$ cat src/design/bg_reg_pkg.sv
package bg_reg_pkg;

  // register word index and contents
  typedef logic [3:0]  reg_addr_t;
  typedef logic [15:0] reg_data_t;

  // word map: four control, four hofs, four vofs, then display enable
  localparam reg_addr_t REG_CNT_BASE  = 4'd0;
  localparam reg_addr_t REG_HOFS_BASE = 4'd4;
  localparam reg_addr_t REG_VOFS_BASE = 4'd8;
  localparam reg_addr_t REG_DISP      = 4'd12;

  // field types
  typedef logic [1:0] bg_prio_t;
  typedef logic [1:0] char_base_t;     // 16 KiB unit
  typedef logic [4:0] screen_base_t;   // 2 KiB unit
  typedef logic [8:0] scroll_t;        // low 8 bits matter, map is 256 wide

  // decoded view of one background
  typedef struct packed {
    bg_prio_t     bg_priority;
    char_base_t   char_base;
    logic         palette_mode;        // 1 = 256 colours
    screen_base_t screen_base;
    scroll_t      hofs;
    scroll_t      vofs;
    logic         enabled;
  } bg_cfg_t;

endpackage

$ cat src/design/bg_pix_pkg.sv
package bg_pix_pkg;

  // scan geometry
  localparam int SCAN_COLS     = 308;
  localparam int SCAN_ROWS     = 228;
  localparam int VIS_COLS      = 240;
  localparam int VIS_ROWS      = 160;
  localparam int NUM_BG        = 4;
  localparam int FETCH_LATENCY = 3;   // scan slot to pixel_out

  typedef logic [1:0] bg_id_t;
  typedef logic [8:0] col_t;
  typedef logic [7:0] row_t;

  typedef struct packed {
    row_t   row;
    col_t   col;
    bg_id_t bg;
  } scan_pos_t;

  typedef logic [15:0] vram_addr_t;   // halfword address
  typedef logic [15:0] vram_data_t;
  typedef logic [7:0]  color_idx_t;
  typedef logic [3:0]  pal_bank_t;

  // record handed to the compositor
  typedef struct packed {
    scan_pos_t  pos;
    logic       used;
    logic       transparent;
    logic [1:0] bg_priority;
    color_idx_t color;
  } bg_pixel_t;

  // what the formatter needs alongside char_data
  typedef struct packed {
    scan_pos_t  pos;
    logic [1:0] bg_priority;
    logic       palette_mode;
    logic       enabled;
    logic [1:0] xx_lo;               // flipped xx mod 4
    pal_bank_t  bank;
  } stage2_ctx_t;

endpackage

$ cat src/design/bg_regs.sv
`timescale 1ns/1ns

module bg_regs (
  input  logic                                          clock,
  input  logic                                          rst_n,
  input  logic                                          reg_we,
  input  bg_reg_pkg::reg_addr_t                         reg_addr,
  input  bg_reg_pkg::reg_data_t                         reg_wdata,
  output bg_reg_pkg::bg_cfg_t [bg_pix_pkg::NUM_BG-1:0] bg_cfg
);
  import bg_reg_pkg::*;
  import bg_pix_pkg::*;

  reg_data_t cnt_q  [NUM_BG];
  reg_data_t hofs_q [NUM_BG];
  reg_data_t vofs_q [NUM_BG];
  reg_data_t disp_q;

  reg_addr_t cnt_off, hofs_off, vofs_off;

  // offsets below a base wrap to large values and miss
  assign cnt_off  = reg_addr - REG_CNT_BASE;
  assign hofs_off = reg_addr - REG_HOFS_BASE;
  assign vofs_off = reg_addr - REG_VOFS_BASE;

  always_ff @(posedge clock or negedge rst_n) begin
    if (!rst_n) begin
      for (int i = 0; i < NUM_BG; i++) begin
        cnt_q[i]  <= '0;
        hofs_q[i] <= '0;
        vofs_q[i] <= '0;
      end
      disp_q <= '0;
    end else if (reg_we) begin
      if (cnt_off < NUM_BG)
        cnt_q[cnt_off[1:0]] <= reg_wdata;
      else if (hofs_off < NUM_BG)
        hofs_q[hofs_off[1:0]] <= reg_wdata;
      else if (vofs_off < NUM_BG)
        vofs_q[vofs_off[1:0]] <= reg_wdata;
      else if (reg_addr == REG_DISP)
        disp_q <= reg_wdata;   // mode bits kept but not decoded
    end
  end

  always_comb begin
    for (int i = 0; i < NUM_BG; i++) begin
      bg_cfg[i].bg_priority  = cnt_q[i][1:0];
      bg_cfg[i].char_base    = cnt_q[i][3:2];
      bg_cfg[i].palette_mode = cnt_q[i][7];
      bg_cfg[i].screen_base  = cnt_q[i][12:8];
      bg_cfg[i].hofs         = hofs_q[i][8:0];
      bg_cfg[i].vofs         = vofs_q[i][8:0];
      bg_cfg[i].enabled      = disp_q[8 + i];
    end
  end

endmodule

$ cat src/design/bg_scan_counter.sv
`timescale 1ns/1ns

module bg_scan_counter (
  input  logic                  clock,
  input  logic                  rst_n,
  output bg_pix_pkg::scan_pos_t pos,
  output logic                  frame_start
);
  import bg_pix_pkg::*;

  logic last_slot, last_col, last_row;

  assign last_slot = (pos.bg == bg_id_t'(NUM_BG - 1));
  assign last_col  = (pos.col == col_t'(SCAN_COLS - 1));
  assign last_row  = (pos.row == row_t'(SCAN_ROWS - 1));

  always_ff @(posedge clock or negedge rst_n) begin
    if (!rst_n) begin
      pos         <= '0;
      frame_start <= 1'b0;
    end else begin
      // high while slot 0 of row 0 col 0 is current
      frame_start <= last_slot && last_col && last_row;

      pos.bg <= last_slot ? '0 : pos.bg + 1'b1;
      if (last_slot) begin
        pos.col <= last_col ? '0 : pos.col + 1'b1;
        if (last_col)
          pos.row <= last_row ? '0 : pos.row + 1'b1;
      end
    end
  end

endmodule

$ cat src/design/bg_fetch_pipe.sv
`timescale 1ns/1ns

module bg_fetch_pipe (
  input  logic                                          clock,
  input  logic                                          rst_n,
  input  bg_pix_pkg::scan_pos_t                         pos,
  input  bg_reg_pkg::bg_cfg_t [bg_pix_pkg::NUM_BG-1:0] bg_cfg,
  input  bg_pix_pkg::vram_data_t                        screen_data,
  output bg_pix_pkg::vram_addr_t                        screen_addr,
  output bg_pix_pkg::vram_addr_t                        char_addr,
  output bg_pix_pkg::stage2_ctx_t                       stage2_ctx
);
  import bg_reg_pkg::*;
  import bg_pix_pkg::*;

  // slot context between screen fetch and char fetch
  typedef struct packed {
    scan_pos_t  pos;
    bg_prio_t   bg_priority;
    logic       palette_mode;
    logic       enabled;
    char_base_t char_base;
    logic [2:0] xx;
    logic [2:0] yy;
  } stage1_ctx_t;

  bg_cfg_t     cfg;
  logic [7:0]  x, y;
  stage1_ctx_t ctx1;

  logic [9:0]  tile;
  logic        hflip, vflip;
  logic [2:0]  xx, yy;

  // stage 0: scrolled map coordinates of the current slot
  assign cfg = bg_cfg[pos.bg];
  assign x   = pos.col[7:0] + cfg.hofs[7:0];
  assign y   = pos.row + cfg.vofs[7:0];

  // base*1024 + ty*32 + tx, fields do not overlap
  assign screen_addr = {1'b0, cfg.screen_base, y[7:3], x[7:3]};

  always_ff @(posedge clock or negedge rst_n) begin
    if (!rst_n) begin
      ctx1 <= '0;
    end else begin
      ctx1.pos          <= pos;
      ctx1.bg_priority  <= cfg.bg_priority;
      ctx1.palette_mode <= cfg.palette_mode;
      ctx1.enabled      <= cfg.enabled;
      ctx1.char_base    <= cfg.char_base;
      ctx1.xx           <= x[2:0];
      ctx1.yy           <= y[2:0];
    end
  end

  // stage 1: screen entry is on screen_data now
  assign tile  = screen_data[9:0];
  assign hflip = screen_data[10];
  assign vflip = screen_data[11];
  assign xx    = hflip ? ~ctx1.xx : ctx1.xx;   // 7 - xx
  assign yy    = vflip ? ~ctx1.yy : ctx1.yy;

  always_comb begin
    if (ctx1.palette_mode)
      char_addr = {1'b0, ctx1.char_base, 13'd0} + {1'b0, tile, yy, xx[2:1]};   // 32 hw/tile
    else
      char_addr = {1'b0, ctx1.char_base, 13'd0} + {2'b0, tile, yy, xx[2]};     // 16 hw/tile
  end

  always_ff @(posedge clock or negedge rst_n) begin
    if (!rst_n) begin
      stage2_ctx <= '0;
    end else begin
      stage2_ctx.pos          <= ctx1.pos;
      stage2_ctx.bg_priority  <= ctx1.bg_priority;
      stage2_ctx.palette_mode <= ctx1.palette_mode;
      stage2_ctx.enabled      <= ctx1.enabled;
      stage2_ctx.xx_lo        <= xx[1:0];
      stage2_ctx.bank         <= screen_data[15:12];
    end
  end

endmodule

$ cat src/design/bg_pixel_formatter.sv
`timescale 1ns/1ns

module bg_pixel_formatter (
  input  logic                    clock,
  input  logic                    rst_n,
  input  bg_pix_pkg::stage2_ctx_t stage2_ctx,
  input  bg_pix_pkg::vram_data_t  char_data,
  output bg_pix_pkg::bg_pixel_t   pixel_out
);
  import bg_pix_pkg::*;

  logic [3:0] nibble;
  logic [7:0] pix_byte;
  color_idx_t color;
  logic       is_zero;
  logic       visible;
  logic       used;

  // lowest nibble / low byte is the leftmost pixel
  assign nibble   = char_data[{stage2_ctx.xx_lo, 2'b00} +: 4];
  assign pix_byte = char_data[{stage2_ctx.xx_lo[0], 3'b000} +: 8];

  always_comb begin
    if (stage2_ctx.palette_mode) begin
      color   = pix_byte;
      is_zero = (pix_byte == '0);
    end else begin
      color   = {stage2_ctx.bank, nibble};
      is_zero = (nibble == '0);
    end
  end

  assign visible = (stage2_ctx.pos.col < col_t'(VIS_COLS)) &&
                   (stage2_ctx.pos.row < row_t'(VIS_ROWS));
  assign used    = stage2_ctx.enabled && visible;

  always_ff @(posedge clock or negedge rst_n) begin
    if (!rst_n) begin
      pixel_out <= '0;
    end else begin
      pixel_out.pos         <= stage2_ctx.pos;
      pixel_out.used        <= used;
      pixel_out.bg_priority <= stage2_ctx.bg_priority;
      // unused slots read as empty
      pixel_out.transparent <= is_zero || !used;
      pixel_out.color       <= used ? color : '0;
    end
  end

endmodule

$ cat src/design/bg_engine.sv
`timescale 1ns/1ns

module bg_engine (
  input  logic                   clock,
  input  logic                   rst_n,
  input  logic                   reg_we,
  input  bg_reg_pkg::reg_addr_t  reg_addr,
  input  bg_reg_pkg::reg_data_t  reg_wdata,
  input  bg_pix_pkg::vram_data_t screen_data,
  input  bg_pix_pkg::vram_data_t char_data,
  output bg_pix_pkg::vram_addr_t screen_addr,
  output bg_pix_pkg::vram_addr_t char_addr,
  output bg_pix_pkg::bg_pixel_t  pixel_out,
  output logic                   frame_start
);
  import bg_reg_pkg::*;
  import bg_pix_pkg::*;

  bg_cfg_t [NUM_BG-1:0] bg_cfg;
  scan_pos_t            pos;
  stage2_ctx_t          stage2_ctx;

  bg_regs regs_i (
    .clock,
    .rst_n,
    .reg_we,
    .reg_addr,
    .reg_wdata,
    .bg_cfg
  );

  bg_scan_counter scan_i (
    .clock,
    .rst_n,
    .pos,
    .frame_start
  );

  // screen fetch, then char fetch, one VRAM cycle each
  bg_fetch_pipe fetch_i (
    .clock,
    .rst_n,
    .pos,
    .bg_cfg,
    .screen_data,
    .screen_addr,
    .char_addr,
    .stage2_ctx
  );

  bg_pixel_formatter fmt_i (
    .clock,
    .rst_n,
    .stage2_ctx,
    .char_data,
    .pixel_out
  );

endmodule

$ cat config.mk
export PLATFORM = sky130hd
export DESIGN_NAME = bg_engine
export DESIGN_NICKNAME = d
export VERILOG_FILES = /design/src/design/bg_reg_pkg.sv /design/src/design/bg_pix_pkg.sv /design/src/design/bg_regs.sv /design/src/design/bg_scan_counter.sv /design/src/design/bg_fetch_pipe.sv /design/src/design/bg_pixel_formatter.sv /design/src/design/bg_engine.sv
export SDC_FILE = /design/constraint.sdc
export NUM_CORES = 1
export LEC_CHECK = 0
export ABC_AREA = 1
export ABC_CLOCK_PERIOD_IN_PS = 3200
export BUFFER_PORTS_ARGS = -buffer_cell sky130_fd_sc_hd__buf_2
export CAP_MARGIN = 20
export CORE_AREA = 3 3 135 137
export DETAILED_ROUTE_END_ITERATION = 10
export DIE_AREA = 0 0 138 140
export HOLD_SLACK_MARGIN = 0.02
export PLACE_DENSITY_LB_ADDON = 0.1
export SLEW_MARGIN = 20
export SYNTH_ARGS = -nofsm -noshare
export SYNTH_HDL_FRONTEND = slang
export SYNTH_SLANG_ARGS = --single-unit
$ cat constraint.sdc
create_clock -name clock -period 3.2 [get_ports clock]
set_clock_uncertainty 0.05 [all_clocks]
set_input_delay 0 -clock clock [delete_from_list [all_inputs] [get_ports clock]]
set_output_delay 0 -clock clock [all_outputs]
set_load 0.02 [all_outputs]
==> out/qor.csv <==
metric;value;unit
cells after synthesis;1029;
R2R cell count;11;
Area Growth Syn to Fin;21.2;%
Least-Margin Pin Slew;759;ps
global-route wire length before repair;34700;um
Sink Count;219;
Starting Density;54.8;%
setup TNS;0;ps
DR iter-0 viols;514;
n_diodes;0;
Leak;5.73;nW
CTS max path bufs;3;
Design Power;0.00730;W
Synth area leaders;dfrtp_1 (58%), nand2_1 (9.5%), o21ai_0 (8.3%);
largest net degree at the start of global routing;78;
worst r2r dst;fmt_i.pixel_out[10];
Final period util;96.5;%
status;completed;
via count;7287;
Avg Synthesized Cell Area;9.14;um^2
CP max stage delay;590;ps
Die H;140;um
reg2reg start;fetch_i.stage2_ctx[4];
Final ANT Viol Nets;0;
Worst R2R Setup Slack;110;ps
Overflow after GRT;0;
cells along the critical path;inv_1 > nand2_1 > nand3_1 > dlygate4sd3_1 > nand2_1 > dlygate4sd3_1 > nand2_1 > inv_1 > nand2_1 > dlygate4sd3_1 > nand3_1;
CP arrival;3410;ps
Seq cells post-synth;219;
vias in the first global route;6944;
slowest CP cell;dlygate4sd3_1;
row cnt;48;
GRT Total Usage;21.5;%
hold_ws;35.9;ps
Synth area leader;dfrtp_1;
Final min period;3090;ps
total wire length;20800;um
root buffer cell;clkbuf_16;
Via density;5.14;
syn nets;1105;
Ports;119;
worst vdd ir;413;uV
CTS buffer count;23;
delay-heaviest family, CP;buffers and inverters;
Slew HR;49.3;%
crit-path most repeated cell;nand2_1;
CP Max Fanout;14;
sequential fraction of the synthesis area;58.3;%
DR pass1 iterations;5;
die width;138;um
PortBufs;114;
Setup crit start kind;flip-flop;
initial antenna violation count;0;
WP buf/inv;5;
CTS tree;done;
Synth warnings;0;
FILL cells;1408;
Setup CP Type;flip-flop to flip-flop;
CP Capture Type;flip-flop;
register area;5480;um^2
H-tree Lvls;1;
Max Cap Violations;0;
post-detailed-route wirelength per cell;14.7;um
worst-skew pair later-pin latency;490;ps
post-synthesis cell area;9410;um^2
final core utilization;66.4;%
footprint of the multi-input gates;3350;um^2
Nets;1255;
Setup-failing EPs final;0;
synth unique cells;36;
worst hold-check path type;input port to asynchronous set/reset pin;
Max Slew Vio Count;0;
DR DRC count;0;
final hold viol count;0;
Cell Pwr Density;640;nW/um^2
post-DP HPWL;13200;um
die area;19300;um^2
f_max;324;MHz
RD Place Congestion;0.893;
clock slew at reported path FFs;60;ps
Core Footprint;17200;um^2
top-area cell type share of the netlist area;58.3;%
Data required, critical path;3520;ps
share of cells above drive strength 1;15.0;%
metrics by stage:
step	instance area, um^2	setup WS, ps	instances
floorplan	9410	706	1029
global placement	10100	611	1320
detailed placement	10100	554	1320
CTS	11300	20.7	1413
global route	11400	-4.82	1418
finish	11400	111	1418
area by class of cell:
class | instances | area share [%]
repair buffers | 183 | 11.3
inverters | 73 | 2.44
multi-input cells | 678 | 29.4
flip-flops and latches | 219 | 48.1
clock buffers | 33 | 5.91
clock inverters | 6 | 0.340
repair inverters | 1 | 0.0659
well taps | 225 | 2.47
how the worst max path moves through the flow:
stage / startpoint / to / slack (ps) / depth (start not counted)
finish: fetch_i.stage2_ctx[4] / fmt_i.pixel_out[10] / 110 / 11
global route: scan_i.pos[0] / screen_addr[3] / -5 / 11
global placement: scan_i.pos[0] / screen_addr[2] / 610 / 9
detailed placement: scan_i.pos[0] / screen_addr[3] / 550 / 11
floorplan: scan_i.pos[0] / screen_addr[8] / 710 / 13
CTS: scan_i.pos[0] / screen_addr[3] / 20 / 11
placed cells by master (no fill, tap or decap), types with 2 or more instances in the layout:
cell,count
clkbuf_1,4
nor2_4,3
dfrtp_2,2
a21oi_1,39
buf_12,3
fa_1,3
inv_2,2
ha_1,18
nor2_1,105
clkbuf_16,24
xnor2_1,5
dlygate4sd3_1,54
nand4_1,9
nand2_1,237
clkinvlp_4,4
a21o_1,3
buf_2,113
nor3b_1,2
clkinv_2,3
clkbuf_8,7
o21ai_0,155
buf_4,11
inv_1,69
nand3b_1,2
dfrtp_1,217
nor3_1,5
nand3_1,38
and2_1,3
a21oi_2,2
o22ai_1,23
xor2_1,15
what timing repair did:
| item | in CTS | in global routing |
|---|---|---|
| setup endpoints to repair | 0 | 11 |
| setup buffers | 0 | 3 |
| resized for setup | 0 | 7 |
| endpoints found under the hold margin | 312 | 0 |
| hold buffers | 54 | 0 |
synthesized netlist by cell type (all sizes together):
cell,number
clkbuf,26
xnor2,5
nand3b,2
buf,33
nor3b,2
and3,1
and2,3
nand3,38
conb,1
nand2,238
ha,18
o22ai,23
fa,3
nor2,108
a21oi,41
a32oi,2
o21a,1
a31oi,1
inv,71
nand4,9
or2,1
o211ai,1
dfrtp,219
clkinv,2
a21o,3
nor3,6
o21ai,156
xor2,15
cells by family (layout without fill, tap and decap cells):
| family | count (synthesis) | after routing | share of synthesized area, % |
|---|---|---|---|
| AND/OR/NAND/NOR | 408 | 408 | 17.8 |
| adder cells (fa/ha/maj) | 21 | 21 | 3.03 |
| buffers and inverters | 132 | 296 | 6.21 |
| AO/OA/AOI/OAI | 228 | 228 | 12.7 |
| flip-flops | 219 | 219 | 58.3 |
| XOR/XNOR | 20 | 20 | 1.86 |
| other | 1 | 1 | 0.0399 |
where the power goes:
group / switching [W] / total (W) / internal, W
Clock: 0.00103 / 0.00249 / 0.00146
Sequential: 0.000207 / 0.00335 / 0.00314
Combinational: 0.000858 / 0.00146 / 0.000604
Total: 0.00210 / 0.00730 / 0.00520
sequential cells by signal (all words and copies together) (netlist names):
name,count
scan_i.pos,19
scan_i.frame_start,1
fmt_i.pixel_out,31
fetch_i.ctx1,31
fetch_i.stage2_ctx,29
regs_i.disp_q,4
regs_i.bg_cfg,104
per-layer routing:
layer / GRT usage [%] / up-vias / share of wire [%]
li1: - / 3645 / -
met1: 30.2 / 3457 / 46
met2: 36.2 / 157 / 49
met3: 3.11 / 28 / 4.0
met4: 4.37 / 0 / 1.8
met5: 0 / - / 0
Note: power is estimated with default switching activity, not from simulation.
